===== src/hdl/wpn_sprite.dat =====
// One 12-bit RGB color in hex per line, row by row, 8 columns by 6 rows.
02F
02F
02F
02F
02F
02F
FFF
CCD
02F
02F
02F
02F
02F
CCD
CCD
02F
02F
FC0
02F
02F
CCD
CCD
02F
02F
02F
02F
FC0
CCD
CCD
02F
02F
02F
02F
842
842
FC0
02F
02F
02F
02F
842
842
02F
02F
FC0
02F
02F
02F


===== src/hdl/melee_pkg.sv =====
package melee_pkg;

    typedef logic [10:0] coord_t;
    typedef logic [11:0] pos_t;
    typedef logic [11:0] rgb_t;
    typedef logic [2:0]  step_cnt_t;

    typedef enum logic [1:0] {
        IDLE,
        SWING,
        RECOVER
    } ctrl_state_t;

    // Tiny raster, so one frame is only 80 by 56 clocks.
    localparam coord_t H_VISIBLE    = 11'd64;
    localparam coord_t H_TOTAL      = 11'd80;
    localparam coord_t H_SYNC_START = 11'd68;
    localparam coord_t H_SYNC_END   = 11'd72;
    localparam coord_t V_VISIBLE    = 11'd48;
    localparam coord_t V_TOTAL      = 11'd56;
    localparam coord_t V_SYNC_START = 11'd50;
    localparam coord_t V_SYNC_END   = 11'd52;

    localparam pos_t IMG_WIDTH  = 12'd8;
    localparam pos_t IMG_HEIGHT = 12'd6;
    localparam int   ROM_DEPTH  = IMG_WIDTH * IMG_HEIGHT;
    localparam int   ROM_AW     = $clog2(ROM_DEPTH);

    localparam rgb_t TRANSPARENT_RGB = 12'h02F;
    localparam rgb_t BG_RGB_A        = 12'h236;
    localparam rgb_t BG_RGB_B        = 12'h348;

    localparam step_cnt_t FRAMES_PER_STEP = 3'd2;
    localparam step_cnt_t SWING_STEPS     = 3'd4;
    localparam pos_t      ANIM_STEP       = 12'd3;
    localparam step_cnt_t COOLDOWN_STEPS  = 3'd2;
    localparam pos_t      ANIM_MAX        = ANIM_STEP * pos_t'(SWING_STEPS - 3'd1);
    localparam int        DRAW_LATENCY    = 3;

endpackage


===== src/hdl/vga_if.sv =====
`timescale 1ns/1ps

interface vga_if;
    import melee_pkg::*;

    coord_t hcount;
    coord_t vcount;
    logic   hsync;
    logic   vsync;
    logic   hblnk;
    logic   vblnk;
    rgb_t   rgb;

    modport out (
        output hcount, vcount, hsync, vsync, hblnk, vblnk, rgb
    );

    modport in (
        input hcount, vcount, hsync, vsync, hblnk, vblnk, rgb
    );

endinterface


===== src/hdl/vga_raster.sv =====
`timescale 1ns/1ps

module vga_raster (
    input  logic clk,
    input  logic rst,
    output logic frame_start,
    vga_if.out   raster
);
    import melee_pkg::*;

    coord_t h_nxt;
    coord_t v_nxt;
    logic   visible_nxt;

    // All flags are computed from the next count so they line up with the counters.
    always_comb begin
        h_nxt = raster.hcount + 11'd1;
        v_nxt = raster.vcount;
        if (raster.hcount == H_TOTAL - 11'd1) begin
            h_nxt = '0;
            v_nxt = (raster.vcount == V_TOTAL - 11'd1) ? '0 : raster.vcount + 11'd1;
        end
    end

    assign visible_nxt = (h_nxt < H_VISIBLE) && (v_nxt < V_VISIBLE);

    always_ff @(posedge clk) begin
        if (rst) begin
            raster.hcount <= '0;
            raster.vcount <= '0;
            raster.hsync  <= 1'b0;
            raster.vsync  <= 1'b0;
            raster.hblnk  <= 1'b0;
            raster.vblnk  <= 1'b0;
            raster.rgb    <= '0;
            frame_start   <= 1'b0;
        end else begin
            raster.hcount <= h_nxt;
            raster.vcount <= v_nxt;
            raster.hsync  <= (h_nxt >= H_SYNC_START) && (h_nxt < H_SYNC_END);
            raster.vsync  <= (v_nxt >= V_SYNC_START) && (v_nxt < V_SYNC_END);
            raster.hblnk  <= (h_nxt >= H_VISIBLE);
            raster.vblnk  <= (v_nxt >= V_VISIBLE);
            // Stripes are four pixels wide.
            if (visible_nxt) begin
                raster.rgb <= h_nxt[2] ? BG_RGB_B : BG_RGB_A;
            end else begin
                raster.rgb <= '0;
            end
            frame_start <= (v_nxt == V_VISIBLE) && (h_nxt == '0);
        end
    end

    a_count_range: assert property (@(posedge clk) disable iff (rst)
        (raster.hcount < H_TOTAL) && (raster.vcount < V_TOTAL));

endmodule


===== src/hdl/frame_timer.sv =====
`timescale 1ns/1ps

module frame_timer (
    input  logic clk,
    input  logic rst,
    input  logic frame_start,
    input  logic run,
    output logic step
);
    import melee_pkg::*;

    step_cnt_t frame_cnt;
    logic      last_frame;

    assign last_frame = (frame_cnt == FRAMES_PER_STEP - 3'd1);
    assign step       = run && frame_start && last_frame;

    // The count sits at zero while stopped, so a new run starts a full step.
    always_ff @(posedge clk) begin
        if (rst || !run) begin
            frame_cnt <= '0;
        end else if (frame_start) begin
            frame_cnt <= last_frame ? '0 : frame_cnt + 3'd1;
        end
    end

endmodule


===== src/hdl/attack_ctrl.sv =====
`timescale 1ns/1ps

module attack_ctrl (
    input  logic           clk,
    input  logic           rst,
    input  logic           attack,
    input  logic           frame_start,
    input  logic           step,
    output logic           timer_run,
    output logic           wpn_active,
    output logic           busy,
    output melee_pkg::pos_t anim_offset
);
    import melee_pkg::*;

    ctrl_state_t state;
    logic        pending;
    step_cnt_t   step_cnt;

    always_ff @(posedge clk) begin
        if (rst) begin
            state       <= IDLE;
            pending     <= 1'b0;
            step_cnt    <= '0;
            anim_offset <= '0;
        end else begin
            case (state)
                IDLE: begin
                    // The swing waits for blanking so it never starts mid-frame.
                    if (frame_start && pending) begin
                        state       <= SWING;
                        pending     <= 1'b0;
                        step_cnt    <= '0;
                        anim_offset <= '0;
                    end else if (attack) begin
                        pending <= 1'b1;
                    end
                end
                SWING: begin
                    if (step) begin
                        if (step_cnt == SWING_STEPS - 3'd1) begin
                            state       <= RECOVER;
                            step_cnt    <= '0;
                            anim_offset <= '0;
                        end else begin
                            step_cnt    <= step_cnt + 3'd1;
                            anim_offset <= anim_offset + ANIM_STEP;
                        end
                    end
                end
                RECOVER: begin
                    if (step) begin
                        if (step_cnt == COOLDOWN_STEPS - 3'd1) begin
                            state    <= IDLE;
                            step_cnt <= '0;
                        end else begin
                            step_cnt <= step_cnt + 3'd1;
                        end
                    end
                end
                default: state <= IDLE;
            endcase
        end
    end

    assign timer_run  = (state != IDLE);
    assign wpn_active = (state == SWING);
    assign busy       = (state != IDLE) || pending;

    a_offset_max: assert property (@(posedge clk) disable iff (rst)
        anim_offset <= ANIM_MAX);

    // State only moves in the cycle after a frame start, which is in blanking.
    a_change_in_blank: assert property (@(posedge clk) disable iff (rst)
        (state != $past(state)) |-> $past(frame_start));

endmodule


===== src/hdl/wpn_draw_melee.sv =====
`timescale 1ns/1ps

module wpn_draw_melee (
    input  logic            clk,
    input  logic            rst,
    input  logic            wpn_active,
    input  logic            flip_h,
    input  melee_pkg::pos_t pos_x,
    input  melee_pkg::pos_t pos_y,
    input  melee_pkg::pos_t anim_offset,
    vga_if.in               vga_in,
    vga_if.out              vga_out
);
    import melee_pkg::*;

    rgb_t sprite_rom [ROM_DEPTH];

    initial $readmemh("/design/src/hdl/wpn_sprite.dat", sprite_rom);

    pos_t   box_left;
    pos_t   box_top;
    pos_t   rel_x;
    pos_t   rel_y;
    pos_t   col;
    pos_t   rom_addr;
    rgb_t   rom_rgb;
    rgb_t   rgb_nxt;
    logic   in_box;

    coord_t hcount_d1, hcount_d2;
    coord_t vcount_d1, vcount_d2;
    logic   hsync_d1, hsync_d2;
    logic   vsync_d1, vsync_d2;
    logic   hblnk_d1, hblnk_d2;
    logic   vblnk_d1, vblnk_d2;
    rgb_t   rgb_d1, rgb_d2;

    // A flipped weapon swings to the left.
    assign box_left = flip_h ? pos_x - anim_offset - (IMG_WIDTH >> 1)
                             : pos_x + anim_offset - (IMG_WIDTH >> 1);
    assign box_top  = pos_y - (IMG_HEIGHT >> 1);

    // Pixels left of or above the box wrap to large values and fail the range test.
    assign rel_x    = {1'b0, vga_in.hcount} - box_left;
    assign rel_y    = {1'b0, vga_in.vcount} - box_top;
    assign in_box   = (rel_x < IMG_WIDTH) && (rel_y < IMG_HEIGHT);
    assign col      = flip_h ? (IMG_WIDTH - 12'd1 - rel_x) : rel_x;
    assign rom_addr = rel_y * IMG_WIDTH + col;
    assign rom_rgb  = sprite_rom[rom_addr[ROM_AW-1:0]];

    always_comb begin
        rgb_nxt = vga_in.rgb;
        if (wpn_active && !vga_in.hblnk && !vga_in.vblnk && in_box &&
            rom_rgb != TRANSPARENT_RGB) begin
            rgb_nxt = rom_rgb;
        end
    end

    always_ff @(posedge clk) begin
        if (rst) begin
            hcount_d1 <= '0;
            vcount_d1 <= '0;
            hsync_d1  <= 1'b0;
            vsync_d1  <= 1'b0;
            hblnk_d1  <= 1'b0;
            vblnk_d1  <= 1'b0;
            rgb_d1    <= '0;
            hcount_d2 <= '0;
            vcount_d2 <= '0;
            hsync_d2  <= 1'b0;
            vsync_d2  <= 1'b0;
            hblnk_d2  <= 1'b0;
            vblnk_d2  <= 1'b0;
            rgb_d2    <= '0;
            vga_out.hcount <= '0;
            vga_out.vcount <= '0;
            vga_out.hsync  <= 1'b0;
            vga_out.vsync  <= 1'b0;
            vga_out.hblnk  <= 1'b0;
            vga_out.vblnk  <= 1'b0;
            vga_out.rgb    <= '0;
        end else begin
            hcount_d1 <= vga_in.hcount;
            vcount_d1 <= vga_in.vcount;
            hsync_d1  <= vga_in.hsync;
            vsync_d1  <= vga_in.vsync;
            hblnk_d1  <= vga_in.hblnk;
            vblnk_d1  <= vga_in.vblnk;
            rgb_d1    <= rgb_nxt;
            hcount_d2 <= hcount_d1;
            vcount_d2 <= vcount_d1;
            hsync_d2  <= hsync_d1;
            vsync_d2  <= vsync_d1;
            hblnk_d2  <= hblnk_d1;
            vblnk_d2  <= vblnk_d1;
            rgb_d2    <= rgb_d1;
            vga_out.hcount <= hcount_d2;
            vga_out.vcount <= vcount_d2;
            vga_out.hsync  <= hsync_d2;
            vga_out.vsync  <= vsync_d2;
            vga_out.hblnk  <= hblnk_d2;
            vga_out.vblnk  <= vblnk_d2;
            vga_out.rgb    <= rgb_d2;
        end
    end

endmodule


===== src/hdl/melee_top.sv =====
`timescale 1ns/1ps

module melee_top (
    input  logic              clk,
    input  logic              rst,
    input  logic              attack,
    input  logic              flip_h,
    input  melee_pkg::pos_t   pos_x,
    input  melee_pkg::pos_t   pos_y,
    output melee_pkg::coord_t hcount,
    output melee_pkg::coord_t vcount,
    output logic              hsync,
    output logic              vsync,
    output logic              hblnk,
    output logic              vblnk,
    output logic              busy,
    output melee_pkg::rgb_t   rgb
);
    import melee_pkg::*;

    logic frame_start;
    logic timer_run;
    logic step;
    logic wpn_active;
    pos_t anim_offset;

    vga_if raster_bus ();
    vga_if video_bus ();

    vga_raster u_vga_raster (
        .clk         (clk),
        .rst         (rst),
        .frame_start (frame_start),
        .raster      (raster_bus)
    );

    frame_timer u_frame_timer (
        .clk         (clk),
        .rst         (rst),
        .frame_start (frame_start),
        .run         (timer_run),
        .step        (step)
    );

    attack_ctrl u_attack_ctrl (
        .clk         (clk),
        .rst         (rst),
        .attack      (attack),
        .frame_start (frame_start),
        .step        (step),
        .timer_run   (timer_run),
        .wpn_active  (wpn_active),
        .busy        (busy),
        .anim_offset (anim_offset)
    );

    wpn_draw_melee u_wpn_draw_melee (
        .clk         (clk),
        .rst         (rst),
        .wpn_active  (wpn_active),
        .flip_h      (flip_h),
        .pos_x       (pos_x),
        .pos_y       (pos_y),
        .anim_offset (anim_offset),
        .vga_in      (raster_bus),
        .vga_out     (video_bus)
    );

    assign hcount = video_bus.hcount;
    assign vcount = video_bus.vcount;
    assign hsync  = video_bus.hsync;
    assign vsync  = video_bus.vsync;
    assign hblnk  = video_bus.hblnk;
    assign vblnk  = video_bus.vblnk;
    assign rgb    = video_bus.rgb;

endmodule


===== config.mk =====
export PLATFORM = sky130hd
export DESIGN_NAME = melee_top
export DESIGN_NICKNAME = d
export VERILOG_FILES = /design/src/hdl/melee_pkg.sv /design/src/hdl/vga_if.sv /design/src/hdl/vga_raster.sv /design/src/hdl/frame_timer.sv /design/src/hdl/attack_ctrl.sv /design/src/hdl/wpn_draw_melee.sv /design/src/hdl/melee_top.sv
export SDC_FILE = /design/constraint.sdc
export NUM_CORES = 1
export LEC_CHECK = 0
export BUFFER_PORTS_ARGS = -buffer_cell sky130_fd_sc_hd__buf_4
export CAP_MARGIN = 20
export CORE_ASPECT_RATIO = 0.5
export CORE_MARGIN = 5
export CORE_UTILIZATION = 51
export CTS_CLUSTER_DIAMETER = 30
export DETAILED_ROUTE_END_ITERATION = 6
export PLACE_DENSITY = 0.74
export SLEW_MARGIN = 20
export SYNTH_ARGS = -nofsm -noshare
export SYNTH_HDL_FRONTEND = slang
export SYNTH_HIERARCHICAL = 1
export SYNTH_SLANG_ARGS = --single-unit

===== constraint.sdc =====
create_clock -name clk -period 2.4 [get_ports clk]
set_input_delay 0.24 -clock clk [delete_from_list [all_inputs] [get_ports clk]]
set_output_delay 0.24 -clock clk [all_outputs]
set_load 0.02 [all_outputs]

# After elaboration in Yosys (flattened, before gate mapping)
# Cells that the tools add are included.
# W data, S select, Z words.
totals:
  regBits: 174
  input_bits: 28
  out_inout_bits: 39
classes:
  n_addsub: 12
  order_cmp: 10
  eq_ne: 14
  mux: 25
  n_bitwise: 1
  reduce_logical: 28
op_table:
  columns: ["operator", "count"]
  rows:
  - ["$mux W12", 5]
  - ["$mux W11", 3]
  - ["$pmux W12 S2", 1]
  - ["$sub A11 B12 Y12", 2]
  - ["$sub A12 B3 Y12 const B", 2]
  - ["$add A11 B1 Y11 const B", 2]
  - ["$eq A11 B6 Y1 const B", 2]
  - ["$ge A11 B6 Y1 const B", 2]
  - ["$ge A11 B7 Y1 const B", 2]
  - ["$lt A11 B6 Y1 const B", 2]
  - ["$lt A11 B7 Y1 const B", 2]
  - ["$mux W3", 6]
  - ["$add A12 B12 Y12", 1]
  - ["$add A12 B2 Y12 const B", 1]
  - ["$logic_and A1 B1 Y1", 12]
  - ["$lt A12 B3 Y1 const B", 1]
  - ["$lt A12 B4 Y1 const B", 1]
  - ["$ne A12 B6 Y1 const AB", 1]
  - ["$sub A12 B12 Y12", 1]
  - ["$sub A12 B2 Y12 const B", 1]
  - ["$eq A11 B7 Y1 const B", 1]
  - ["$logic_not A11 Y1", 1]
  - ["$mux W2", 5]
  - ["$mux W9", 1]
  - ["21 further kinds", 32]

# Depth between registers and ports, before layout
# Gate-level depths: netlist of the first run.
depth:
  word_depth: 9
  mapped_depth: 9
  ltp_nobuf: 9

# Cells and area by module
# The synthesis of the first run kept the hierarchy.
modules_own_cells:
  columns: ["mod", "n_inst", "cells_each", "area_each_um2", "seq_area_each_um2"]
  rows:
  - ["wpn_draw_melee", 1, 240, 3072.9, 2282.2]
  - ["vga_raster", 1, 198, 1702.9, 600.6]
  - ["attack_ctrl", 1, 118, 1041.0, 360.3]
  - ["frame_timer", 1, 15, 147.6, 60.1]

# Worst setup path after synthesis of the first run
# OpenSTA, ideal clock, no wires.
synth_timing:
  path_kind: "register to register"
  start: "register u_attack_ctrl.state[0]"
  end: "register u_attack_ctrl.anim_offset[10]"
  setup_time_ps: 70
  t_arrival_ps: 2316
  setup_slack_ps: 14
  stages_incl_launch_ff: 10
  period_less_slack_ps: 2386
  cell_sequence: "dfxtp_1 inv_1 ha_1 inv_1 nand4b_1 nor2_1 mux2i_2 or4b_4 or4_1 a21oi_1"
synth_between:
  elab_chain_len: 5
synth_lines:
  columns: ["item", "line_no", "rtl"]
  rows:
  - ["from (decl)", "attack_ctrl.sv:16", "ctrl_state_t state;"]
  - ["from (signal assigned)", "attack_ctrl.sv:22", "state <= IDLE;"]
  - ["from (signal assigned)", "attack_ctrl.sv:31", "state <= SWING;"]
  - ["from (signal assigned)", "attack_ctrl.sv:42", "state <= RECOVER;"]
  - ["$reduce_bool A2 Y1", "attack_ctrl.sv:66", "assign timer_run = (state != IDLE);"]
  - ["named net timer_run", "melee_top.sv:22", "logic timer_run;"]
  - ["$logic_and A1 B1 Y1 (2 in series)", "frame_timer.sv:16", "assign step = run && frame_start && last_frame;"]
  - ["named net step", "melee_top.sv:23", "logic step;"]
  - ["$ne A2 B2 Y1 (no line)", null, null]
  - ["$reduce_and A3 Y1 (no line)", null, null]
  - ["to (signal assigned)", "attack_ctrl.sv:47", "anim_offset <= anim_offset + ANIM_STEP;"]
  - ["to (decl)", "attack_ctrl.sv:12", "output melee_pkg::pos_t anim_offset"]
# The timed path passes the listed nets, and every way through them passes these cells.
# A chain may end at the register's enable or synchronous reset.

# Final worst setup path of the first run
layout_timing:
  start: "register u_vga_raster.raster.vcount[1]"
  end: "register u_vga_raster.raster.vsync"
layout_between:
  elab_chain_len: 5
layout_lines:
  columns: ["item", "line_no", "rtl"]
  rows:
  - ["from (decl)", "vga_if.sv:15", "output hcount, vcount, hsync, vsync, hblnk, vblnk, rgb"]
  - ["from (signal assigned)", "vga_raster.sv:39", "raster.vcount <= v_nxt;"]
  - ["$add A11 B1 Y11 / $eq A11 B6 Y1 (equally long branches)", "vga_raster.sv:21", "v_nxt = (raster.vcount == V_TOTAL - 11'd1) ? '0 : raster.vcount + 11'd1;"]
  - ["$mux W11", "vga_raster.sv:21", null]
  - ["$mux W11 (*)", "vga_raster.sv:19", "if (raster.hcount == H_TOTAL - 11'd1) begin"]
  - ["$ge A11 B6 Y1 / $lt A11 B6 Y1 (equally long branches)", "vga_raster.sv:41", "raster.vsync <= (v_nxt >= V_SYNC_START) && (v_nxt < V_SYNC_END);"]
  - ["$logic_and A1 B1 Y1 (*)", "vga_raster.sv:41", null]
  - ["to (signal assigned)", "vga_raster.sv:41", null]
  - ["to (decl)", "vga_if.sv:15", null]
# Every way passes the cells marked *; elsewhere a longest branch is shown, timed or not.

==> flow_summary.toml, run 1 <==
[cts]
clock_sinks = 153
clock_latency_ps = 410
cts_buffers = 17
cts_hold_buf = 0
htreeDepth = 4
cts_root_buf = "clkbuf_16"
cts_tree = "yes"
clk_path_buf_depth = 2
clkSlewWorstSetupHoldPaths_ps = 60

[worst_hold_path]
hold_class = "in2reg"
whs_endpoint = "u_attack_ctrl/pending"
min_path_cells = 3
hp-start = "attack"

[power]
seqPwrFrac = 0.478
p_int_mw = 4.24
p_comb_frac = 0.041
p_sw_frac = 0.222
cellLeakagePower_nw = 2.60
switching_power_mw = 1.21
p_per_area_mw_per_mm2 = 845
ir_drop_mv = 0.467
p_clk_frac = 0.481

[global_route]
grt_antenna_before_repair = 0
grt_pass1_vias = 3230
grt_pass1_wl_microns = 15100
track_usage = 0.150
grt_max_degree = 62
overflow = 0

[worst_setup_path]
r2r-end = "u_vga_raster/raster.vsync"
reg2reg_slack_ps = 130
cpPeakStageDelay_ps = 510
crit_chain = "ha_1 -> or3b_2 -> or3_1 -> mux2i_1 -> a22o_1 -> a2111oi_1"
cpMaxStageDelayCell = "or3b_2"
crit_fanout = 3
required_ps = 2680
path_class = "reg2reg"
arrival_ps = 2560
timing.rr.start = "u_vga_raster/raster.vcount[1]"
r2r_cells = 6
setup.worst_path.end_class = "flip-flop"
worst_setup_path_start_kind = "flip-flop"

[detailed_routing]
detail_route.first_pass.iterations = 5
drt.antenna.violating_nets = 0
num_vias = 3382
routed_wl_microns = 8830
vias_per_cell = 4.77
post_drt_wl_per_cell_microns = 12.5
post-route-drc-count = 0
drt-initial-drc-count = 201

[timing]
tightest_slew_ps = 615
worst_slack_ps = 126
slew_headroom = 0.590
fin_skew_ps = 9.60
fmax_mhz = 440
rsz0062_at_grt = "no"
timing.final.crit_period_ps = 2270
setup_viol = 0
final-hold-violation-count = 0
finalCritPeriodShare = 0.948
finalSetupTns_ps = 0
maxSlewViolCount = 0

[placement]
dp_worst_setup_slack_ps = 83.0
dp_hpwl_microns = 5680
gp_congestion = 0.866
port_buffers = 41

[synthesis]
ys_warn_count = 6
netlist_instances = 502
synth_area_sq_mm = 0.00537
synth.avg_cell_area_sq_um = 10.7

[final_layout]
area_growth_pct = 20.2
diodes = 0
nets = 595
final_common_cell = "dfxtp_1"
mostFrequentLayoutCells = "dfxtp_1 (153), nor2b_1 (115), buf_4 (65)"
drive_above_1_share = 0.199

[floorplan]
io_pins = 67
rows = 26
die_y_microns = 82.5
fp.dieW_microns = 155
core_sq_mm = 0.0102
dieArea_sq_mm = 0.0128
initial_core_util = 0.524

[run]
drv_cap = 0

[outcome]
status = "completed"
-- power groups by stage --
stage | clock network (mW) | registers, mW | logic, mW
floorplan | 0 | 2.66 | 0.179
global placement | 0 | 2.66 | 0.217
detailed placement | 0 | 2.66 | 0.220
CTS | 2.67 | 2.60 | 0.223
global route | 2.81 | 2.61 | 0.248
finish | 2.62 | 2.60 | 0.224
-- state kept, by name (all words and copies together) (netlist names), 2 cells and up --
| register | flops |
|---|---|
| u_attack_ctrl/state | 2 |
| u_wpn_draw_melee/rgb_d2 | 12 |
| u_wpn_draw_melee/vga_out.vcount | 11 |
| u_wpn_draw_melee/hcount_d1 | 11 |
| u_wpn_draw_melee/vga_out.rgb | 12 |
| u_wpn_draw_melee/vga_out.hcount | 11 |
| u_wpn_draw_melee/rgb_d1 | 12 |
| u_frame_timer/frame_cnt | 3 |
| u_wpn_draw_melee/hcount_d2 | 11 |
| u_wpn_draw_melee/vcount_d1 | 11 |
| u_vga_raster/raster.hcount | 11 |
| u_vga_raster/raster.rgb | 3 |
| u_attack_ctrl/step_cnt | 3 |
| u_wpn_draw_melee/vcount_d2 | 11 |
| u_vga_raster/raster.vcount | 11 |
-- area by class of cell --
cell class	count	area, sq um
clock inverters	14	160
repair buffers	66	508
well taps	140	175
clock buffers	18	429
fillers	812	3800
flip-flops and latches	153	3060
inverters	9	33.8
multi-input cells	309	2080
-- critical path, delay by kind of cell (launching register included) --
kind	cells	cell delay, ps
mux	1	140
simple gates	2	900
fa+ha+maj	1	190
compound gates	2	580
flops	1	340
-- worst max path at each step --
| stage | startpoint | end | slack [ps] | cells past startpoint |
|---|---|---|---|---|
| 2_1_floorplan | u_vga_raster/raster.hcount[0] | u_vga_raster/raster.rgb[5] | 60 | 7 |
| 3_3_place_gp | u_vga_raster/raster.vcount[1] | u_vga_raster/raster.rgb[8] | 130 | 6 |
| 3_5_place_dp | u_vga_raster/raster.vcount[1] | u_vga_raster/raster.rgb[8] | 80 | 6 |
| 4_1_cts | u_vga_raster/raster.vcount[1] | u_vga_raster/raster.rgb[8] | 60 | 6 |
| 5_1_grt | u_vga_raster/raster.hcount[2] | u_vga_raster/raster.rgb[8] | 2 | 5 |
| 6_report | u_vga_raster/raster.vcount[1] | u_vga_raster/raster.vsync | 130 | 6 |
-- metrics by stage --
step,power [mW],instance area [sq um],cells,hold slack [ps],util
after floorplan,2.84,5380,505,309,-
after global placement,2.87,5830,675,417,0.569
after detailed placement,2.88,5830,675,420,0.569
after CTS,5.50,6420,707,146,0.626
after global routing,5.67,6450,709,199,0.629
final,5.45,6450,709,159,0.629
-- what timing repair did --
item,in CTS,in global routing
setup endpoints to repair,0,4
gates resized for setup,0,3
setup buffers,0,2
-- per-layer routing --
| metal | up-vias | global-route usage | wire (microns) |
|---|---|---|---|
| li1 | 1755 | - | - |
| met1 | 1549 | 0.197 | 4480 |
| met2 | 65 | 0.232 | 3890 |
| met3 | 13 | 0.0411 | 390 |
| met4 | 0 | 0.0696 | 76 |
| met5 | - | 0 | 0 |
No activity file was read; power rests on OpenSTA's default activity.
==> run 2: changes to the inputs <==
--- a/config.mk
+++ b/config.mk
@@ -12,7 +12,7 @@
 export CORE_UTILIZATION = 51
 export CTS_CLUSTER_DIAMETER = 30
 export DETAILED_ROUTE_END_ITERATION = 6
-export PLACE_DENSITY = 0.74
+export PLACE_DENSITY = 0.75
 export SLEW_MARGIN = 20
 export SYNTH_ARGS = -nofsm -noshare
 export SYNTH_HDL_FRONTEND = slang
==> run 2 against run 1 <==
Count of clock-buffer cells in the layout stayed put. Register-to-register slack hardly changed. Total power is 2.4% higher. Cell count is 0.56% lower. Sequential share of layout area is 0.080 points lower. Non-clock buffer count is 4 lower. Core utilization is 0.18 points higher. Sequential power hardly changed.
==> flow_summary.toml, run 2 (same netlist as run 1, synthesis figures left out) <==
[final_layout]
seqCellArea_sq_mm = 0.00307
n_fill_cell = 768
drive_above_1_share = 0.204
diodes = 0
mostFrequentLayoutCells = "dfxtp_1 (150), nor2b_1 (115), buf_4 (62)"
area_growth_pct = 20.5
final_common_cell = "dfxtp_1"
top_regs = "u_wpn_draw_melee/rgb_d1: 12 flops, u_wpn_draw_melee/rgb_d2: 12 flops, u_wpn_draw_melee/vga_out.rgb: 12 flops"
multi_input_area_sq_mm = 0.00209
nets = 591

[cts]
clkSlewWorstSetupHoldPaths_ps = 60
clock_latency_ps = 410
htreeDepth = 4
cts_tree = "yes"
clk_path_buf_depth = 2
cts_hold_buf = 0
cts_root_buf = "clkbuf_16"
clock_sinks = 153
cts_buffers = 17

[worst_hold_path]
hold_class = "in2reg"

[power]
p_int_mw = 4.37
p_sw_frac = 0.217
seqPwrFrac = 0.467
ir_drop_mv = 0.435
switching_power_mw = 1.21
p_comb_frac = 0.039
cellLeakagePower_nw = 2.59
p_clk_frac = 0.494
p_per_area_mw_per_mm2 = 862

[detailed_routing]
drt.antenna.violating_nets = 0
num_vias = 3386
vias_per_cell = 4.80
detail_route.first_pass.iterations = 4
routed_wl_microns = 9220
drt-initial-drc-count = 262
post-route-drc-count = 0
post_drt_wl_per_cell_microns = 13.1

[global_route]
track_usage = 0.152
grt_pass1_vias = 3148
grt_pass1_wl_microns = 15200
grt_max_degree = 71
overflow = 0
grt_antenna_before_repair = 0

[timing]
slew_headroom = 0.562
final-hold-violation-count = 0
finalSetupTns_ps = 0
fmax_mhz = 439
fin_skew_ps = 6.52
fin_hold_ws_ps = 162
timing.final.crit_period_ps = 2280
finalCritPeriodShare = 0.950
setup_viol = 0
tightest_slew_ps = 657
maxSlewViolCount = 0

[floorplan]
die_y_microns = 82.5
core_sq_mm = 0.0102
rows = 26
dieArea_sq_mm = 0.0128
fp.dieW_microns = 155
io_pins = 67
initial_core_util = 0.524

[worst_setup_path]
arrival_ps = 2560
cpMaxStageDelayCell = "or4_4"
crit_fanout = 6
path_class = "reg2reg"
required_ps = 2680
setup.worst_path.end_class = "flip-flop"
crit_chain = "or4_4 -> nor4_2 -> mux2i_1 -> buf_4 -> a22o_1 -> a2111oi_1"
cpPeakStageDelay_ps = 600
worst-path-buf-inv = 1
crit_family = "simple AND/OR/NAND/NOR gates"
worst_setup_path_start_kind = "flip-flop"

[placement]
gp_congestion = 0.865
dp_hpwl_microns = 5780
port_buffers = 41

[outcome]
status = "completed"

[run]
drv_cap = 0
-- run 2: cell count changes in the layout (fill, tap and decap cells not counted), sizes merged --
cell and delta:
buf -4, clkinv +3, bufinv +1, inv -5
clkinvlp +1
-- run 2: worst paths after layout --
check / from / end / slack (ps) / depth (start not counted)
max: u_vga_raster/raster.hcount[7] / u_vga_raster/raster.vsync / 120 / 6
min: attack / u_attack_ctrl/pending / 160 / 3
max reg2reg: u_vga_raster/raster.hcount[7] / u_vga_raster/raster.vsync / 120 / 6
min reg2reg: u_vga_raster/raster.rgb[9] / u_wpn_draw_melee/rgb_d1[9] / 430 / 1
-- run 2: area by class of cell --
class | instances | share of cell area
clock buffers | 18 | 0.0679
clock inverters | 14 | 0.0300
repair buffers | 62 | 0.0720
flip-flops and latches | 153 | 0.474
well taps | 140 | 0.0271
multi-input cells | 309 | 0.324
inverters | 9 | 0.00522
-- run 2: timing repair --
item | in CTS | in global routing
setup buffers | 1 | 1
resized for setup | 0 | 10
setup endpoints to repair | 1 | 6
pin swaps | 0 | 6
-- run 2: per-stage QoR --
stage          instances  setup WS, ps  area, sq um  utilization  total power, mW
3_5_place_dp         671          59.6         5790        0.565             2.87
4_1_cts              704          26.7         6430        0.627             5.62
5_1_grt              705         -18.2         6470        0.631             5.79
2_1_floorplan        505          59.8         5380            -             2.84
6_report             705           121         6470        0.631             5.58
3_3_place_gp         671          88.6         5790        0.565             2.87
-- run 2: tightest hold or removal path, cell delays in order --
cell	delay, ps
buf_4	110
a21oi_1	130
a311oi_1	50
-- run 2: layer usage --
metal / global-route usage / part of all wire / vias up
met5: 0 / 0 / -
met3: 0.0448 / 0.055 / 9
li1: - / - / 1754
met4: 0.0740 / 0.010 / 0
met2: 0.241 / 0.46 / 81
met1: 0.193 / 0.48 / 1542
-- run 2: power by group through the flow --
stage	combinational, mW	clock, mW	sequential, mW
2_1_floorplan	0.179	0	2.66
3_3_place_gp	0.211	0	2.66
3_5_place_dp	0.214	0	2.66
4_1_cts	0.216	2.80	2.60
5_1_grt	0.246	2.94	2.61
6_report	0.218	2.76	2.60
